[src/core_config.svh]
// core-wide constants for the teaching pipeline, included by the packages and the RTL
`ifndef CORE_CONFIG_SVH
`define CORE_CONFIG_SVH

// pc width in instruction words
`define PC_W 9

// number of branch checkpoints in the pool
`define CHKP_NUM 2

// fetch address taken after an ecall commits
`define TRAP_VEC 9'h1f0

// architectural registers
`define NREGS 8

`endif

[src/isa_pkg.sv]
// opcode and field layout of the 16-bit private encoding, imported by the pipeline stages
`include "core_config.svh"

package isa_pkg;

    typedef logic [15:0] instr_t;

    // field positions inside an instruction
    localparam int OPC_MSB   = 15;
    localparam int OPC_LSB   = 13;
    localparam int RD_MSB    = 12;
    localparam int RD_LSB    = 10;
    localparam int REG_W     = RD_MSB - RD_LSB + 1;
    localparam int IMM_W     = 10;
    // branch taken flag, target sits below it
    localparam int TAKEN_BIT = 9;
    localparam int TGT_MSB   = 8;

    typedef enum logic [2:0] {
        OP_NOP   = 3'd0,
        OP_ALU   = 3'd1,
        OP_BR    = 3'd2,
        OP_JAL   = 3'd3,
        OP_FENCE = 3'd4,
        OP_CSR   = 3'd5,
        OP_ECALL = 3'd6
    } opcode_e;

    typedef logic [$clog2(`CHKP_NUM)-1:0] chkp_t;

endpackage

[src/pipe_ctrl_pkg.sv]
// control encodings shared by the control unit and the fetch stage

package pipe_ctrl_pkg;

    // what fetch does with its pc on the next edge
    typedef enum logic [1:0] {
        NEXT_PC_KEEP  = 2'd0,
        NEXT_PC_PLUS1 = 2'd1,
        NEXT_PC_JUMP  = 2'd2
    } next_pc_sel_e;

    // which stage supplies the jump address
    typedef enum logic [1:0] {
        JUMP_DECODE = 2'd0,
        JUMP_EXEC   = 2'd1,
        JUMP_TRAP   = 2'd2
    } jump_src_e;

endpackage

[src/fetch_stage.sv]
// fetch stage, owns the pc and the fetch-to-decode register
`timescale 1ns/1ps
`include "core_config.svh"

module fetch_stage (
    input  logic                       clk_i,
    input  logic                       rstn_i,
    input  isa_pkg::instr_t            instr_i,
    input  logic                       stall_if_i,
    input  logic                       flush_if_i,
    input  pipe_ctrl_pkg::next_pc_sel_e next_pc_sel_i,
    input  pipe_ctrl_pkg::jump_src_e   jump_src_i,
    input  logic [`PC_W-1:0]           id_jal_target_i,
    input  logic [`PC_W-1:0]           ex_target_i,
    output logic [`PC_W-1:0]           fetch_pc_o,
    output logic                       if_valid_o,
    output logic [`PC_W-1:0]           if_pc_o,
    output isa_pkg::instr_t            if_instr_o
);
    import pipe_ctrl_pkg::*;

    logic [`PC_W-1:0] pc_q;
    logic [`PC_W-1:0] pc_d;
    logic [`PC_W-1:0] jump_pc;

    always_comb begin
        case (jump_src_i)
            JUMP_EXEC: jump_pc = ex_target_i;
            JUMP_TRAP: jump_pc = `TRAP_VEC;
            default:   jump_pc = id_jal_target_i;
        endcase
        case (next_pc_sel_i)
            NEXT_PC_PLUS1: pc_d = pc_q + 1'b1;
            NEXT_PC_JUMP:  pc_d = jump_pc;
            default:       pc_d = pc_q;
        endcase
    end

    always_ff @(posedge clk_i, negedge rstn_i) begin
        if (!rstn_i) begin
            pc_q       <= '0;
            if_valid_o <= 1'b0;
            if_pc_o    <= '0;
        end else begin
            pc_q <= pc_d;
            // a flushed fetch turns into a bubble, a stalled one keeps its slot
            if (flush_if_i) begin
                if_valid_o <= 1'b0;
            end else if (!stall_if_i) begin
                if_valid_o <= 1'b1;
                if_pc_o    <= pc_q;
            end
        end
    end

    // instruction word is payload only
    always_ff @(posedge clk_i) begin
        if (!flush_if_i && !stall_if_i) begin
            if_instr_o <= instr_i;
        end
    end

    assign fetch_pc_o = pc_q;

endmodule

[src/decode_stage.sv]
// decode stage, classifies the instruction, owns the checkpoint pool and the decode register
`timescale 1ns/1ps
`include "core_config.svh"

module decode_stage (
    input  logic                  clk_i,
    input  logic                  rstn_i,
    input  logic                  if_valid_i,
    input  logic [`PC_W-1:0]      if_pc_i,
    input  isa_pkg::instr_t       if_instr_i,
    input  logic                  stall_id_i,
    input  logic                  flush_id_i,
    input  logic                  do_checkpoint_i,
    input  logic                  do_recover_i,
    input  logic                  free_chkp_i,
    input  isa_pkg::chkp_t        recover_chkp_i,
    output logic                  id_jal_o,
    output logic [`PC_W-1:0]      id_jal_target_o,
    output logic                  id_is_br_o,
    output logic                  id_serial_o,
    output logic                  chkp_empty_o,
    output logic                  id_valid_o,
    output logic [`PC_W-1:0]      id_pc_o,
    output isa_pkg::instr_t       id_instr_o,
    output isa_pkg::chkp_t        id_chkp_o
);
    import isa_pkg::*;

    opcode_e             opc;
    logic [`CHKP_NUM-1:0] chkp_busy_q;
    chkp_t               alloc_idx;

    assign opc = opcode_e'(if_instr_i[OPC_MSB:OPC_LSB]);

    assign id_jal_o        = if_valid_i && (opc == OP_JAL);
    assign id_is_br_o      = if_valid_i && (opc == OP_BR);
    assign id_serial_o     = if_valid_i && ((opc == OP_FENCE) || (opc == OP_CSR));
    assign id_jal_target_o = if_instr_i[TGT_MSB:0];

    // pick the lowest free slot, descending loop so lower indices win
    always_comb begin
        alloc_idx = '0;
        for (int i = `CHKP_NUM - 1; i >= 0; i--) begin
            if (!chkp_busy_q[i]) begin
                alloc_idx = chkp_t'(i);
            end
        end
    end

    assign chkp_empty_o = &chkp_busy_q;

    always_ff @(posedge clk_i, negedge rstn_i) begin
        if (!rstn_i) begin
            chkp_busy_q <= '0;
        end else if (do_recover_i) begin
            // every branch still in flight is on the wrong path
            chkp_busy_q <= '0;
        end else begin
            if (free_chkp_i) begin
                chkp_busy_q[recover_chkp_i] <= 1'b0;
            end
            if (do_checkpoint_i) begin
                chkp_busy_q[alloc_idx] <= 1'b1;
            end
        end
    end

    always_ff @(posedge clk_i, negedge rstn_i) begin
        if (!rstn_i) begin
            id_valid_o <= 1'b0;
        end else begin
            // while stalled, execute sees a bubble
            id_valid_o <= if_valid_i && !flush_id_i && !stall_id_i;
        end
    end

    always_ff @(posedge clk_i) begin
        if (!stall_id_i) begin
            id_pc_o    <= if_pc_i;
            id_instr_o <= if_instr_i;
            id_chkp_o  <= alloc_idx;
        end
    end

endmodule

[src/exec_stage.sv]
// execute stage, resolves branches against the not-taken prediction
`timescale 1ns/1ps
`include "core_config.svh"

module exec_stage (
    input  logic                  clk_i,
    input  logic                  rstn_i,
    input  logic                  id_valid_i,
    input  logic [`PC_W-1:0]      id_pc_i,
    input  isa_pkg::instr_t       id_instr_i,
    input  isa_pkg::chkp_t        id_chkp_i,
    input  logic                  flush_ex_i,
    output logic                  ex_valid_o,
    output logic                  ex_mispredict_o,
    output logic [`PC_W-1:0]      ex_target_o,
    output isa_pkg::chkp_t        ex_chkp_o,
    output logic [`PC_W-1:0]      ex_pc_o,
    output isa_pkg::instr_t       ex_instr_o
);
    import isa_pkg::*;

    opcode_e opc;

    assign opc = opcode_e'(id_instr_i[OPC_MSB:OPC_LSB]);

    // prediction is always not-taken, so any taken branch is a mispredict
    assign ex_mispredict_o = id_valid_i && (opc == OP_BR) && id_instr_i[TAKEN_BIT];
    assign ex_target_o     = id_instr_i[TGT_MSB:0];

    always_ff @(posedge clk_i, negedge rstn_i) begin
        if (!rstn_i) begin
            ex_valid_o <= 1'b0;
        end else begin
            ex_valid_o <= id_valid_i && !flush_ex_i;
        end
    end

    // checkpoint index travels with the branch so decode can free it
    always_ff @(posedge clk_i) begin
        ex_pc_o    <= id_pc_i;
        ex_instr_o <= id_instr_i;
        ex_chkp_o  <= id_chkp_i;
    end

endmodule

[src/commit_stage.sv]
// commit stage, retires instructions and holds the architectural register file
`timescale 1ns/1ps
`include "core_config.svh"

module commit_stage (
    input  logic                        clk_i,
    input  logic                        rstn_i,
    input  logic                        ex_valid_i,
    input  logic [`PC_W-1:0]            ex_pc_i,
    input  isa_pkg::instr_t             ex_instr_i,
    input  logic                        rf_we_i,
    output logic                        cm_valid_o,
    output logic                        cm_xcpt_o,
    output logic                        cm_serial_o,
    output logic                        cm_write_o,
    output logic [`PC_W-1:0]            commit_pc_o,
    output logic [isa_pkg::REG_W-1:0]   rf_waddr_o,
    output logic [isa_pkg::IMM_W-1:0]   rf_wdata_o
);
    import isa_pkg::*;

    instr_t          cm_instr_q;
    opcode_e         opc;
    logic [IMM_W-1:0] rf_q [`NREGS];

    assign opc = opcode_e'(cm_instr_q[OPC_MSB:OPC_LSB]);

    assign cm_xcpt_o   = cm_valid_o && (opc == OP_ECALL);
    assign cm_serial_o = cm_valid_o && ((opc == OP_FENCE) || (opc == OP_CSR));
    assign cm_write_o  = cm_valid_o && ((opc == OP_ALU) || (opc == OP_CSR));

    assign rf_waddr_o = cm_instr_q[RD_MSB:RD_LSB];
    assign rf_wdata_o = cm_instr_q[IMM_W-1:0];

    always_ff @(posedge clk_i, negedge rstn_i) begin
        if (!rstn_i) begin
            cm_valid_o <= 1'b0;
        end else begin
            // an excepting instruction drops the one right behind it
            cm_valid_o <= ex_valid_i && !cm_xcpt_o;
        end
    end

    always_ff @(posedge clk_i) begin
        commit_pc_o <= ex_pc_i;
        cm_instr_q  <= ex_instr_i;
        if (rf_we_i) begin
            rf_q[rf_waddr_o] <= rf_wdata_o;
        end
    end

endmodule

[src/control_unit.sv]
// central pipeline control, decides stalls, flushes, next pc, checkpoints and rf writes
`timescale 1ns/1ps

module control_unit (
    input  logic                        clk_i,
    input  logic                        rstn_i,
    input  logic                        halt_i,
    input  logic                        id_jal_i,
    input  logic                        id_is_br_i,
    input  logic                        id_serial_i,
    input  logic                        chkp_empty_i,
    input  logic                        ex_valid_i,
    input  logic                        ex_mispredict_i,
    input  logic                        cm_valid_i,
    input  logic                        cm_xcpt_i,
    input  logic                        cm_serial_i,
    input  logic                        cm_write_i,
    output logic                        stall_if_o,
    output logic                        stall_id_o,
    output logic                        flush_if_o,
    output logic                        flush_id_o,
    output logic                        flush_ex_o,
    output pipe_ctrl_pkg::next_pc_sel_e next_pc_sel_o,
    output pipe_ctrl_pkg::jump_src_e    jump_src_o,
    output logic                        do_checkpoint_o,
    output logic                        do_recover_o,
    output logic                        free_chkp_o,
    output logic                        rf_we_o
);
    import pipe_ctrl_pkg::*;

    logic xcpt_q;
    logic xcpt_flush;
    logic serial_q;
    logic br_ex_q;
    logic br_done_q;

    // ecall at commit kills the younger ones now, the trap jump follows a cycle later
    assign xcpt_flush = cm_xcpt_i || xcpt_q;

    always_comb begin
        stall_if_o    = 1'b0;
        stall_id_o    = 1'b0;
        flush_if_o    = 1'b0;
        flush_id_o    = 1'b0;
        flush_ex_o    = 1'b0;
        next_pc_sel_o = NEXT_PC_PLUS1;
        jump_src_o    = JUMP_DECODE;
        if (xcpt_flush) begin
            flush_if_o    = 1'b1;
            flush_id_o    = 1'b1;
            flush_ex_o    = 1'b1;
            next_pc_sel_o = xcpt_q ? NEXT_PC_JUMP : NEXT_PC_KEEP;
            jump_src_o    = JUMP_TRAP;
        end else if (ex_mispredict_i) begin
            flush_if_o    = 1'b1;
            flush_id_o    = 1'b1;
            next_pc_sel_o = NEXT_PC_JUMP;
            jump_src_o    = JUMP_EXEC;
        end else if (id_serial_i || serial_q) begin
            // hold fetch until the fence or csr retires
            flush_if_o    = 1'b1;
            next_pc_sel_o = NEXT_PC_KEEP;
        end else if (id_jal_i) begin
            flush_if_o    = 1'b1;
            next_pc_sel_o = NEXT_PC_JUMP;
        end else if (id_is_br_i && chkp_empty_i) begin
            stall_if_o    = 1'b1;
            stall_id_o    = 1'b1;
            next_pc_sel_o = NEXT_PC_KEEP;
        end else if (halt_i) begin
            flush_if_o    = 1'b1;
            next_pc_sel_o = NEXT_PC_KEEP;
        end
    end

    assign do_checkpoint_o = id_is_br_i && !chkp_empty_i && !flush_id_o && !stall_id_o;
    // recovery on an exception too, any branch in flight is younger than the ecall
    assign do_recover_o    = ex_mispredict_i || xcpt_flush;
    // slot is released once the resolved branch sits in the execute-to-commit register
    assign free_chkp_o     = br_done_q && ex_valid_i;
    assign rf_we_o         = cm_valid_i && cm_write_i && !cm_xcpt_i;

    always_ff @(posedge clk_i, negedge rstn_i) begin
        if (!rstn_i) begin
            xcpt_q    <= 1'b0;
            serial_q  <= 1'b0;
            br_ex_q   <= 1'b0;
            br_done_q <= 1'b0;
        end else begin
            xcpt_q    <= xcpt_q ? 1'b0 : cm_xcpt_i;
            br_ex_q   <= do_checkpoint_o;
            br_done_q <= br_ex_q && !ex_mispredict_i && !xcpt_flush;
            if (xcpt_flush) begin
                serial_q <= 1'b0;
            end else if (id_serial_i && !flush_id_o) begin
                serial_q <= 1'b1;
            end else if (cm_valid_i && cm_serial_i) begin
                serial_q <= 1'b0;
            end
        end
    end

endmodule

[src/core_pipe_top.sv]
// top level of the four-stage core, connects the stages to the control unit
`timescale 1ns/1ps
`include "core_config.svh"

module core_pipe_top (
    input  logic                        clk_i,
    input  logic                        rstn_i,
    input  isa_pkg::instr_t             instr_i,
    input  logic                        halt_i,
    output logic [`PC_W-1:0]            fetch_pc_o,
    output logic                        commit_valid_o,
    output logic [`PC_W-1:0]            commit_pc_o,
    output logic                        rf_we_o,
    output logic [isa_pkg::REG_W-1:0]   rf_waddr_o,
    output logic [isa_pkg::IMM_W-1:0]   rf_wdata_o
);
    import isa_pkg::*;
    import pipe_ctrl_pkg::*;

    logic             if_valid, id_valid, ex_valid;
    logic [`PC_W-1:0] if_pc, id_pc, ex_pc;
    instr_t           if_instr, id_instr, ex_instr;
    chkp_t            id_chkp, ex_chkp;

    logic             id_jal, id_is_br, id_serial, chkp_empty;
    logic [`PC_W-1:0] id_jal_target, ex_target;
    logic             ex_mispredict;
    logic             cm_xcpt, cm_serial, cm_write;

    logic             stall_if, stall_id, flush_if, flush_id, flush_ex;
    logic             do_checkpoint, do_recover, free_chkp;
    next_pc_sel_e     next_pc_sel;
    jump_src_e        jump_src;

    fetch_stage u_fetch (
        .clk_i, .rstn_i, .instr_i,
        .stall_if_i(stall_if), .flush_if_i(flush_if),
        .next_pc_sel_i(next_pc_sel), .jump_src_i(jump_src),
        .id_jal_target_i(id_jal_target), .ex_target_i(ex_target),
        .fetch_pc_o,
        .if_valid_o(if_valid), .if_pc_o(if_pc), .if_instr_o(if_instr)
    );

    decode_stage u_decode (
        .clk_i, .rstn_i,
        .if_valid_i(if_valid), .if_pc_i(if_pc), .if_instr_i(if_instr),
        .stall_id_i(stall_id), .flush_id_i(flush_id),
        .do_checkpoint_i(do_checkpoint), .do_recover_i(do_recover),
        .free_chkp_i(free_chkp), .recover_chkp_i(ex_chkp),
        .id_jal_o(id_jal), .id_jal_target_o(id_jal_target),
        .id_is_br_o(id_is_br), .id_serial_o(id_serial), .chkp_empty_o(chkp_empty),
        .id_valid_o(id_valid), .id_pc_o(id_pc), .id_instr_o(id_instr), .id_chkp_o(id_chkp)
    );

    exec_stage u_exec (
        .clk_i, .rstn_i,
        .id_valid_i(id_valid), .id_pc_i(id_pc), .id_instr_i(id_instr), .id_chkp_i(id_chkp),
        .flush_ex_i(flush_ex),
        .ex_valid_o(ex_valid), .ex_mispredict_o(ex_mispredict), .ex_target_o(ex_target),
        .ex_chkp_o(ex_chkp), .ex_pc_o(ex_pc), .ex_instr_o(ex_instr)
    );

    commit_stage u_commit (
        .clk_i, .rstn_i,
        .ex_valid_i(ex_valid), .ex_pc_i(ex_pc), .ex_instr_i(ex_instr), .rf_we_i(rf_we_o),
        .cm_valid_o(commit_valid_o), .cm_xcpt_o(cm_xcpt), .cm_serial_o(cm_serial),
        .cm_write_o(cm_write), .commit_pc_o, .rf_waddr_o, .rf_wdata_o
    );

    control_unit u_ctrl (
        .clk_i, .rstn_i, .halt_i,
        .id_jal_i(id_jal), .id_is_br_i(id_is_br), .id_serial_i(id_serial),
        .chkp_empty_i(chkp_empty), .ex_valid_i(ex_valid), .ex_mispredict_i(ex_mispredict),
        .cm_valid_i(commit_valid_o), .cm_xcpt_i(cm_xcpt), .cm_serial_i(cm_serial),
        .cm_write_i(cm_write),
        .stall_if_o(stall_if), .stall_id_o(stall_id),
        .flush_if_o(flush_if), .flush_id_o(flush_id), .flush_ex_o(flush_ex),
        .next_pc_sel_o(next_pc_sel), .jump_src_o(jump_src),
        .do_checkpoint_o(do_checkpoint), .do_recover_o(do_recover),
        .free_chkp_o(free_chkp), .rf_we_o
    );

endmodule

[config.mk]
export PLATFORM = sky130hd
export DESIGN_NAME = core_pipe_top
export DESIGN_NICKNAME = d
export VERILOG_FILES = /design/src/isa_pkg.sv /design/src/pipe_ctrl_pkg.sv /design/src/fetch_stage.sv /design/src/decode_stage.sv /design/src/exec_stage.sv /design/src/commit_stage.sv /design/src/control_unit.sv /design/src/core_pipe_top.sv
export VERILOG_INCLUDE_DIRS = /design/src /design/src/src
export SDC_FILE = /design/constraint.sdc
export NUM_CORES = 1
export LEC_CHECK = 0
export BUFFER_PORTS_ARGS = -buffer_cell sky130_fd_sc_hd__buf_2
export CAP_MARGIN = 20
export CORE_ASPECT_RATIO = 1.4
export CORE_UTILIZATION = 42
export DETAILED_ROUTE_END_ITERATION = 7
export GPL_TIMING_DRIVEN = 0
export PLACE_DENSITY = 0.73
export SLEW_MARGIN = 20
export SYNTH_ARGS = -nofsm -noshare
export SYNTH_HDL_FRONTEND = slang
export SYNTH_HIERARCHICAL = 1
export SYNTH_SLANG_ARGS = --single-unit
[constraint.sdc]
create_clock -name clk_i -period 3.15 [get_ports clk_i]
set_input_delay 0.945 -clock clk_i [delete_from_list [all_inputs] [get_ports clk_i]]
set_output_delay 0.945 -clock clk_i [all_outputs]
set_load 0.01 [all_outputs]
Word-level counts from Yosys, hierarchy flattened

Cells that the tools add are included.

Register bits after elaboration: 121
Input bits: 19
Output and inout port bits: 33
Logic and storage cells: 129

Bitwise gates (word level): 5
$lt $le $gt $ge: 4
Reduce and logical (&&, ||, !) cells: 44
Add/subtract/negate cells: 1
Eq/ne operators: 14
Mux-type cells: 41

Operators by type and width:

| cell                | number |
|---|---|
| $pmux 9 s2          | 2 |
| $logic_and 1x1->1   | 26 |
| $mux 1              | 26 |
| $mux 2              | 11 |
| $eq 3x3->1 const B  | 5 |
| $add 9x1->9 const B | 1 |
| $eq 3x2->1 const B  | 3 |
| $logic_not 1->1     | 8 |
| $logic_or 1x1->1    | 6 |
| $eq 2x1->1 const B  | 2 |
| $eq 2x2->1 const B  | 2 |
| $lt 1x2->1 const B  | 2 |
| $reduce_and 2->1    | 2 |
| $eq 3x1->1 const B  | 1 |
| $reduce_bool 3->1   | 1 |
| $and 2x2->2         | 1 |
| $demux 1 s1         | 2 |
| $ge 1x1->1 const B  | 2 |
| $ne 2x2->1 const B  | 1 |
| $not 1->1           | 2 |
| $not 2->2           | 1 |
| $or 2x2->2          | 1 |
| $reduce_bool 2->1   | 1 |

Depth between registers and ports, before layout

Gate-level depths: netlist of run 1.

Word-level depth: 12
Gate-level depth with buffers: 12
Depth with buffers taken out: 10

Cells and area by module

Netlist of run 1, hierarchy kept.

By module, submodules not included:

| module       | area an instance (µm²) | sequential area each (µm²) | times used | cells each |
|---|---|---|---|---|
| fetch_stage  | 1552.7                 | 955.9                      | 1          | 127 |
| decode_stage | 1027.2                 | 855.8                      | 1          | 52 |
| commit_stage | 655.6                  | 525.5                      | 1          | 45 |
| exec_stage   | 631.9                  | 545.5                      | 1          | 39 |
| control_unit | 281.5                  | 100.1                      | 1          | 29 |

Worst setup path after synthesis of run 1

No wires, ideal clock.

Kind: reg-to-reg
From: reg u_commit.cm_valid_o
To: reg u_fetch.if_pc_o[0]
Cell stages (with the launch flop): 8
Path buffers: 1
Setup slack: 0.585 ns
Required time: 3.025 ns
Period minus slack after synthesis: 2.565 ns
Arrival time: 2.440 ns
Library setup time: 0.125 ns
Cells stage by stage: dfrtp_1 > nand2_1 > nor3_1 > or3_1 > buf_6 > a211o_1 > nor2_2 > mux2_2

Word-level cells in the longest chain between the ends: 5
Elaborated cells on any way between the ends: 7
Those cells by class: mux: 2; bitwise: 2; reduce/logical: 3

RTL lines:

| element                           | RTL line            | source |
|---|---|---|
| start: declaration                | commit_stage.sv:12  | `output logic cm_valid_o,` |
| start signal: assignment          | commit_stage.sv:40  | `cm_valid_o <= ex_valid_i && !cm_xcpt_o;` |
| $logic_and 1x1->1                 | commit_stage.sv:28  | `assign cm_xcpt_o = cm_valid_o && (opc == OP_ECALL);` |
| net cm_xcpt                       | core_pipe_top.sv:28 | `logic cm_xcpt, cm_serial, cm_write;` |
| $logic_or 1x1->1                  | control_unit.sv:39  | `assign xcpt_flush = cm_xcpt_i \|\| xcpt_q;` |
| $mux 1                            | control_unit.sv:49  | `if (xcpt_flush) begin` |
| net flush_if                      | core_pipe_top.sv:30 | `logic stall_if, stall_id, flush_if, flush_id, flush_ex;` |
| $not 1->1 (no source line)        | --                  |  |
| $reduce_and 2->1 (no source line) | --                  |  |
| end signal: assignment            | fetch_stage.sv:51   | `if_pc_o <= pc_q;` |
| end: declaration                  | fetch_stage.sv:17   | `` output logic [`PC_W-1:0] if_pc_o, `` |

The timed path passes the listed nets, and every way through them passes these cells.
A chain may end at the register's enable or synchronous reset.

Worst setup path after layout of run 1

From: reg u_commit.cm_valid_o
To: out rf_we_o

Word-level cells in the longest chain between the ends: 3
Elaborated cells on any way between the ends: 5
Those cells by class: reduce/logical: 5

RTL lines:

| element           | RTL line            | source |
|---|---|---|
| $logic_and 1x1->1 | commit_stage.sv:28  |  |
| net cm_xcpt       | core_pipe_top.sv:28 |  |
| $logic_not 1->1   | control_unit.sv:82  | `assign rf_we_o = cm_valid_i && cm_write_i && !cm_xcpt_i;` |
| $logic_and 1x1->1 | control_unit.sv:82  |  |
| end: declaration  | core_pipe_top.sv:13 | `output logic rf_we_o,` |

The timed path passes the listed nets, and every way through them passes these cells.

==> flow_summary_export.csv, run 1 <==
group,metric,value,unit
setup_path,arrival,1770,ps
timing,slew_headroom,50.4,%
clock_network,cts-root-buf,"clkbuf_16",
layout,area_delta_synth_final,24.9,%
clock_network,cts_made_buffers,17,
timing,timing.final.setup_violations,0,
route,drc,0,
layout,stdcell_count,508,
power,power_density,944,mW/mm^2
job,drv_cap,0,
layout,diodes,0,
clock_network,clkTransAtPathRegs,50,ps
logic_synthesis,synthCells,292,
global_route,antenna_found_initial,0,
route,vias,2328,
setup_path,r2r-start,"u_commit/cm_valid_o",
setup_path,cp-endpoint,"rf_we_o",
floorplanning,dieArea,0.0103,mm^2
route,dr.pass1.iters,5,
power,p_switching,1.21,mW
timing,final_hold_viol_count,0,
setup_path,ff2ff_path_depth,12,
timing,fmax,0.368,GHz
power,pwr-share-seq,46.2,%
logic_synthesis,syn-num-nets,315,
global_route,grt_pass1_wl,11100,um
clock_network,cts.htree.levels,4,
clock_network,cts_sinks,121,
layout,nFillCells,774,
route,ant_nets,0,
logic_synthesis,synth_area_per_cell,14.2,um^2
place,dp_hpwl,4450,um
floorplanning,core,0.00951,mm^2
global_route,top_usage_layer,"met2",
global_route,met1_usage,15.8,%
layout,regArea,0.00298,mm^2
power,power_frac_comb,16.4,%
setup_path,crit_path_end_kind,"output pin",
setup_path,cp-startpoint,"u_commit/cm_valid_o",
logic_synthesis,ys_ff_latch,121,
clock_network,insertion_delay,410,ps
logic_synthesis,netlist_area,0.00415,mm^2
logic_synthesis,synth_edf_count,42,
timing,drv_slew,0,
route,first_iter_violations,158,
global_route,grt_pass1_vias,2272,
timing,tightest_slew,742,ps
logic_synthesis,synth_flop_cell,"dfxtp_1",
floorplanning,chipWidth,86,um
global_route,use_met3,6.19,%
power,p_int,3.69,mW
clock_network,post_cts_buffers,0,
floorplanning,die_h,120,um
setup_path,rrSetupSlack,440,ps
layout,final_layout_size_suffix_gt1_share,37.0,%
floorplanning,start_util,43.6,%
setup_path,crit_type,"reg2out",
timing,skew,10.2,ps
logic_synthesis,synth-seq-area-share,71.9,%
global_route,grt_max_degree,29,
setup_path,cp_max_fo,5,
logic_synthesis,yosys_warnings,6,
setup_path,worstReg2RegEnd,"u_fetch/fetch_pc_o[7]",
place,dp.cells,475,
logic_synthesis,ys_types,55,
route,wirelength,6770,um
hold_path,min_path_type,"reg2reg",
global_route,gr-usage-met2,24.3,%
clock_network,cts.path.max_buffers,2,
global_route,grt.total_usage,15.0,%
floorplanning,row_count,42,
timing,fin_setup_tns,0,ps
route,via_per_inst,4.58,
global_route,grt-ovfl-total,0,
place,place_congestion,0.895,
layout,multi_input_area,828,um^2
layout,nets,386,
clock_network,cts.repair.resized,0,
timing,finalCriticalPeriod,2710,ps
setup_path,critPathLaunchType,"register",
route,wire_per_inst,13.3,um
outcome,status,"finished, final reports clean",
clock_network,cts_hold_repair.buffers,0,
power,switching_share,24.6,%
floorplanning,io_pins,52,
timing,period_share,86.2,%
power,power_leakage,2.22,nW
power,clockPowerShare,37.4,%
place,io_buffers,51,
clock_network,cts_tree,"built",
power,peakVddDrop,0.505,mV
logic_synthesis,ys_async_sr_fraction,23.1,%
setup_path,required,2200,ps
timing,rsz0062_at_grt,"no",
==> logic make-up after synthesis <==
| family | share of synthesized area, % |
|---|---|
| buf+inv | 8.26 |
| fa+ha+maj | 1.21 |
| simple gates | 9.05 |
| flops | 71.9 |
| compound gates | 6.91 |
| mux | 2.68 |
==> worst max-delay path: stages, from the launching register on <==
cell and delay (ps):
dfrtp_1 390, nand2_1 110, nor3_1 390, inv_1 180, and3_1 180, buf_2 130
==> power groups by stage <==
| stage | Sequential [mW] | Clock (mW) | Combinational (mW) |
|---|---|---|---|
| floorplan | 2.27 | 0 | 0.534 |
| global placement | 2.27 | 0 | 0.783 |
| detailed placement | 2.29 | 0 | 0.804 |
| CTS | 2.27 | 1.88 | 0.811 |
| global route | 2.31 | 1.96 | 0.879 |
| finish | 2.26 | 1.83 | 0.803 |
==> cell type report <==
| class | count | share of cell area (%) |
|---|---|---|
| multi-input combinational | 117 | 16.0 |
| tap | 132 | 3.19 |
| sequential | 121 | 57.6 |
| clock inverter | 6 | 1.13 |
| inverter | 12 | 0.869 |
| buffer | 42 | 5.75 |
| timing repair buffer | 52 | 5.46 |
| clock buffer | 26 | 10.1 |
==> through the flow <==
stage	area [um^2]	power, mW	util, %	setup slack, ps	hold slack, ps
4_1_cts	5150	4.95	54.2	411	324
5_1_grt	5180	5.15	54.5	284	327
3_3_place_gp	4570	3.05	48.0	206	310
6_report	5180	4.89	54.5	435	322
2_1_floorplan	4150	2.80	-	585	310
3_5_place_dp	4570	3.10	48.1	504	312
==> worst min path at each step <==
stage	slack (ps)	end	start	cells after the start
3_5_place_dp	310	u_commit/cm_instr_q[14]	u_exec/ex_instr_o[14]	0
5_1_grt	330	u_commit/cm_instr_q[4]	u_exec/ex_instr_o[4]	0
3_3_place_gp	310	u_commit/cm_instr_q[11]	u_exec/ex_instr_o[11]	0
2_1_floorplan	310	u_commit/cm_instr_q[0]	u_exec/ex_instr_o[0]	0
4_1_cts	320	u_commit/cm_instr_q[12]	u_exec/ex_instr_o[12]	0
6_report	320	u_commit/cm_instr_q[6]	u_exec/ex_instr_o[6]	0
==> flip-flops by register name (all words and copies together) (netlist names), 2 cells and up <==
| register | count |
|---|---|
| u_commit/cm_instr_q | 16 |
| u_exec/ex_instr_o | 16 |
| u_fetch/if_instr_o | 16 |
| u_exec/ex_pc_o | 9 |
| u_commit/commit_pc_o | 9 |
| u_fetch/if_pc_o | 9 |
| u_decode/id_instr_o | 16 |
| u_fetch/fetch_pc_o | 9 |
| u_decode/chkp_busy_q | 2 |
| u_decode/id_pc_o | 9 |
==> layer usage <==
layer | wire length, um | vias up
met5 | 0 | -
met4 | 217 | 0
met3 | 308 | 14
met2 | 3630 | 74
met1 | 2610 | 1090
li1 | - | 1150
==> cell usage after synthesis, types with 2 or more instances <==
cell | instances | area share [%]
dfxtp_1 | 51 | 25
edfxtp_1 | 42 | 30
buf_4 | 34 | 6.2
dfrtp_1 | 28 | 17
a21oi_1 | 12 | 1.4
inv_1 | 12 | 1.1
nor2_1 | 12 | 1.1
mux2_2 | 9 | 2.4
nand2_1 | 9 | 0.81
a22oi_1 | 5 | 0.90
nand3_1 | 5 | 0.60
nor2b_1 | 5 | 0.75
o21ai_1 | 5 | 0.60
buf_2 | 4 | 0.48
ha_1 | 4 | 1.2
o21ai_0 | 4 | 0.48
clkbuf_1 | 3 | 0.27
nor4b_1 | 3 | 0.63
a211oi_1 | 2 | 0.36
a22o_1 | 2 | 0.42
and3_1 | 2 | 0.30
nand2b_1 | 2 | 0.30
nand4_1 | 2 | 0.30
nor3_1 | 2 | 0.24
nor4_1 | 2 | 0.30
or3_1 | 2 | 0.30
==> layout by cell type (no fill, tap or decap), types with 2 or more instances in the layout <==
cell type / instances
o21ai_0: 4
clkbuf_8: 2
nor2b_1: 5
clkinv_2: 3
mux2_2: 9
a22o_1: 2
a211oi_1: 2
nor4_1: 2
nor4b_1: 3
buf_4: 34
dfrtp_1: 28
clkbuf_1: 8
nor3_1: 2
ha_1: 4
a21oi_1: 12
clkbuf_16: 19
o21ai_1: 5
buf_2: 55
edfxtp_1: 42
dfxtp_1: 51
inv_1: 12
nand3_1: 5
and3_1: 2
nand2b_1: 2
nor2_1: 12
a22oi_1: 5
nand2_1: 9
or3_1: 2
nand4_1: 2
(Power assumes the default switching activity.)
==> run 2, diff against run 1 <==
MAX_ROUTING_LAYER = met4   (was not set)
==> run 2 against run 1 <==
  * Setup slack gained 12 ps
  * Global-route usage grew 0.42 points
  * Combinational power about the same
  * Worst hold slack better by 0.55 ps
  * Sequential cell count is the same
  * Via count down 0.21%
  * First-iteration DRC count is 1.3% lower
==> flow_summary_export.csv, run 2 (same netlist as run 1, synthesis figures left out) <==
group,metric,value,unit
layout,layout_common_cells,"buf_2 (55), dfxtp_1 (51), edfxtp_1 (42)",
clock_network,cts_sinks,121,
job,drv_cap,0,
place,place_area,0.00457,mm^2
setup_path,cpPeakStageDelay,390,ps
outcome,status,"finished, final reports clean",
timing,period_share,85.8,%
timing,worst_slack,447,ps
global_route,grt_max_degree,29,
layout,stdcell_count,508,
setup_path,path_cells,"nand2_1 -> nor3_1 -> inv_1 -> and3_1 -> buf_2",
clock_network,cts.repair.resized,0,
clock_network,cts-root-buf,"clkbuf_16",
timing,rsz0062_at_grt,"no",
place,place_congestion,0.910,
route,dr.pass1.iters,4,
setup_path,crit_type,"reg2out",
floorplanning,row_count,42,
clock_network,cts_hold_repair.buffers,0,
global_route,grt.total_usage,15.4,%
layout,diodes,0,
power,power_leakage,2.22,nW
setup_path,critical_path.top_delay_family,"simple AND/OR/NAND/NOR gates",
layout,area_delta_synth_final,24.9,%
setup_path,arrival,1760,ps
route,vias,2323,
route,wire_per_inst,13.4,um
timing,final_hold_viol_count,0,
timing,fin_setup_tns,0,ps
hold_path,min_path_type,"reg2reg",
route,wirelength,6800,um
place,io_buffers,51,
layout,nFillCells,774,
global_route,antenna_found_initial,0,
place,dp.cells,475,
place,dp_slack,504,ps
timing,timing.final.setup_violations,0,
floorplanning,chipWidth,86,um
floorplanning,start_util,43.6,%
power,peakVddDrop,0.504,mV
clock_network,cts.path.max_buffers,2,
layout,final_cell_area,0.00518,mm^2
clock_network,clkTransAtPathRegs,50,ps
global_route,grt_pass1_vias,2269,
setup_path,cpMaxStageDelayCell,"nor3_1",
clock_network,cts_tree,"built",
timing,skew,8.59,ps
floorplanning,die_h,120,um
clock_network,insertion_delay,400,ps
timing,finalCriticalPeriod,2700,ps
timing,slew_headroom,49.9,%
route,via_per_inst,4.57,
clock_network,post_cts_buffers,0,
clock_network,cts.htree.levels,4,
setup_path,path_buf_inv,2,
floorplanning,dieArea,0.0103,mm^2
layout,nets,386,
power,power_density,945,mW/mm^2
setup_path,critPathLaunchType,"register",
setup_path,cp_max_fo,5,
place,dp_hpwl,4450,um
route,first_iter_violations,156,
global_route,grt_pass1_wl,11100,um
setup_path,crit_path_end_kind,"output pin",
clock_network,cts_made_buffers,17,
layout,fin_util,54.5,%
timing,tightest_slew,750,ps
layout,final_layout_size_suffix_gt1_share,37.0,%
timing,drv_slew,0,
setup_path,required,2200,ps
global_route,grt-ovfl-total,0,
route,drc,0,
route,ant_nets,0,
floorplanning,core,0.00951,mm^2
layout,mostFrequentLayoutCell,"buf_2",
floorplanning,io_pins,52,
timing,fmax,0.370,GHz
[run 2: cell counts in the layout (fill, tap and decap cells not counted)]
Identical to the previous run, type by type.
[run 2: final cells by class]
type	count	area [um^2]	share of cell area, %
Multi-Input combinational cell	117	828	16.0
Tap cell	132	165	3.19
Clock buffer	26	522	10.1
Sequential cell	121	2980	57.6
Timing Repair Buffer	52	283	5.46
Buffer	42	298	5.75
Clock inverter	6	58.8	1.13
Inverter	12	45.0	0.869
[run 2: worst paths after layout]
path | startpoint | end | slack (ps) | cells after the start
setup / recovery | u_commit/cm_valid_o | rf_we_o | 450 | 5
hold / removal | u_exec/ex_instr_o[6] | u_commit/cm_instr_q[6] | 320 | 0
setup reg to reg | u_commit/cm_valid_o | u_fetch/fetch_pc_o[7] | 450 | 12
hold reg to reg | u_exec/ex_instr_o[6] | u_commit/cm_instr_q[6] | 320 | 0
max in group asynchronous | rstn_i | u_decode/id_valid_o | 2150 | 1
min in group asynchronous | rstn_i | u_fetch/if_pc_o[7] | 570 | 1
[run 2: worst reg2reg max path, cell delays in order (launching register included)]
cell	delay, ps
dfrtp_1	400
nand2_1	120
nor3_1	100
or3_1	370
buf_6	150
nor4b_4	240
inv_1	80
ha_1	200
clkbuf_1	190
nor2b_1	180
clkbuf_1	180
a22oi_1	200
o311ai_1	140
[run 2: stage by stage]
step | power (mW) | hold WS [ps]
6_report | 4.90 | 322
5_1_grt | 5.14 | 327
4_1_cts | 4.95 | 324
3_5_place_dp | 3.10 | 312
3_3_place_gp | 3.05 | 310
2_1_floorplan | 2.80 | 310
[run 2: layer usage]
| layer | vias to the layer above | share of wire (%) | global-route usage [%] |
|---|---|---|---|
| met5 | - | 0 | - |
| met4 | 0 | 2.6 | 9.58 |
| met3 | 11 | 3.9 | 6.05 |
| met2 | 68 | 54 | 24.4 |
| met1 | 1099 | 40 | 15.8 |
| li1 | 1145 | - | - |
[run 2: where the power goes]
part / switching, mW / leakage [nW] / internal (mW)
combinational: 0.399 / 0.752 / 0.405
clock: 0.616 / 0.285 / 1.22
sequential: 0.193 / 1.18 / 2.07
total: 1.21 / 2.22 / 3.69
==> run 3, diff against run 2 <==
CAP_MARGIN = 0   (was 20)
clock period = 2.8 ns   (was 3.15 ns; I/O delays follow)
==> run 3 against run 2 <==
  * Clock power is 13% higher
  * Wire length shrank 0.32%
  * Final area down 0.56%
  * Sequential share of layout area rose by 0.32 points
  * Clock-buffer cell count did not move
  * Critical path type is now reg2reg
  * Power rose by 13%
  * Critical endpoint is now u_fetch/fetch_pc_o[7]
  * Die area did not move
  * Worst hold slack barely moved
  * Combinational power up 13%
  * Clock skew about the same
  * Final cell count decreased by 0.39%
  * Largest power group unchanged
==> flow_summary_export.csv, run 3 (same netlist as run 1, synthesis figures left out) <==
group,metric,value,unit
outcome,status,"finished, final reports clean",
route,dr.pass1.iters,6,
global_route,grt_pass1_vias,2269,
route,wirelength,6780,um
floorplanning,die_h,120,um
clock_network,insertion_delay,400,ps
timing,final_hold_viol_count,0,
clock_network,cts_sinks,121,
layout,final_cell_area,0.00515,mm^2
place,place_congestion,0.910,
timing,rsz0062_at_grt,"no",
layout,layout_common_cells,"buf_2 (55), dfxtp_1 (51), edfxtp_1 (42)",
clock_network,cts_tree,"built",
setup_path,crit_path_end_kind,"register",
place,dp.cells,475,
global_route,antenna_found_initial,0,
floorplanning,row_count,42,
setup_path,crit_type,"reg2reg",
layout,mostFrequentLayoutCell,"buf_2",
place,dp_hpwl,4450,um
clock_network,cts_hold_repair.buffers,0,
power,power_density,1070,mW/mm^2
job,drv_cap,0,
floorplanning,chipWidth,86,um
global_route,grt_max_degree,29,
timing,fmax,0.381,GHz
route,drc,0,
timing,tightest_slew,1080,ps
setup_path,arrival,2880,ps
floorplanning,core,0.00951,mm^2
timing,skew,8.33,ps
route,wire_per_inst,13.4,um
timing,slew_headroom,27.9,%
place,dp_slack,154,ps
clock_network,cts_made_buffers,17,
floorplanning,io_pins,52,
timing,timing.final.setup_violations,0,
setup_path,critical_path.top_delay_family,"simple AND/OR/NAND/NOR gates",
setup_path,required,3060,ps
clock_network,cts.htree.levels,4,
place,place_area,0.00457,mm^2
route,vias,2333,
power,peakVddDrop,0.564,mV
layout,final_layout_size_suffix_gt1_share,37.4,%
power,total_power,5.51,mW
clock_network,cts.repair.resized,0,
place,io_buffers,51,
timing,worst_slack,178,ps
timing,finalCriticalPeriod,2620,ps
global_route,grt_pass1_wl,11100,um
timing,period_share,93.6,%
floorplanning,start_util,43.6,%
setup_path,critPathLaunchType,"register",
clock_network,cts.path.max_buffers,2,
setup_path,path_cells,"nand2_1 -> nor3_1 -> or3_1 -> buf_6 -> nor4b_4 -> inv_1 -> ha_1 -> buf_2 -> clkbuf_2 -> a22oi_1 -> o311ai_1",
layout,stdcell_count,506,
clock_network,cts-root-buf,"clkbuf_16",
clock_network,post_cts_buffers,0,
clock_network,clkTransAtPathRegs,50,ps
setup_path,cp_max_fo,10,
global_route,grt-ovfl-total,0,
layout,diodes,0,
route,ant_nets,0,
route,first_iter_violations,173,
timing,drv_slew,0,
setup_path,path_buf_inv,4,
floorplanning,dieArea,0.0103,mm^2
timing,fin_setup_tns,0,ps
power,power_leakage,2.21,nW
layout,nets,384,
layout,area_delta_synth_final,24.2,%
hold_path,min_path_type,"reg2reg",
global_route,grt.total_usage,15.4,%
route,via_per_inst,4.61,
setup_path,cpMaxStageDelayCell,"dfrtp_1",
setup_path,cpPeakStageDelay,400,ps
## run 3: cell type report
type | count | area (um^2)
clock inverter | 6 | 58.8
sequential | 121 | 2980
clock buffer | 26 | 522
buffer | 41 | 297
fill | 779 | 4360
timing repair buffer | 51 | 255
inverter | 12 | 45.0
tap | 132 | 165
multi-input combinational | 117 | 828
## run 3: path summary, 6_finish.rpt
path | startpoint | end | slack, ps | cells past startpoint
max in group asynchronous | rstn_i | u_ctrl/serial_q | 1930 | 1
min in group asynchronous | rstn_i | u_fetch/if_pc_o[3] | 460 | 1
min | u_exec/ex_instr_o[4] | u_commit/cm_instr_q[4] | 320 | 0
max reg2reg | u_commit/cm_valid_o | u_fetch/fetch_pc_o[7] | 180 | 11
max | u_commit/cm_valid_o | u_fetch/fetch_pc_o[7] | 180 | 11
min reg2reg | u_exec/ex_instr_o[4] | u_commit/cm_instr_q[4] | 320 | 0
## run 3: power by group
group          switching, mW  total (mW)  internal, mW
registers              0.218        2.54          2.33
logic                  0.448       0.906         0.458
clock network          0.694        2.06          1.37
## run 3: metrics by stage
step | hold WS (ps) | util, %
2_1_floorplan | 310 | -
3_3_place_gp | 310 | 48.0
3_5_place_dp | 312 | 48.1
4_1_cts | 324 | 54.2
5_1_grt | 327 | 54.2
6_report | 323 | 54.2
## run 3: layer usage
layer	track usage [%]	vias up	share of wire, %
met5	-	-	0
met4	9.58	0	2.2
met3	6.05	8	4.0
met2	24.4	70	55
met1	15.8	1116	39
li1	-	1139	-
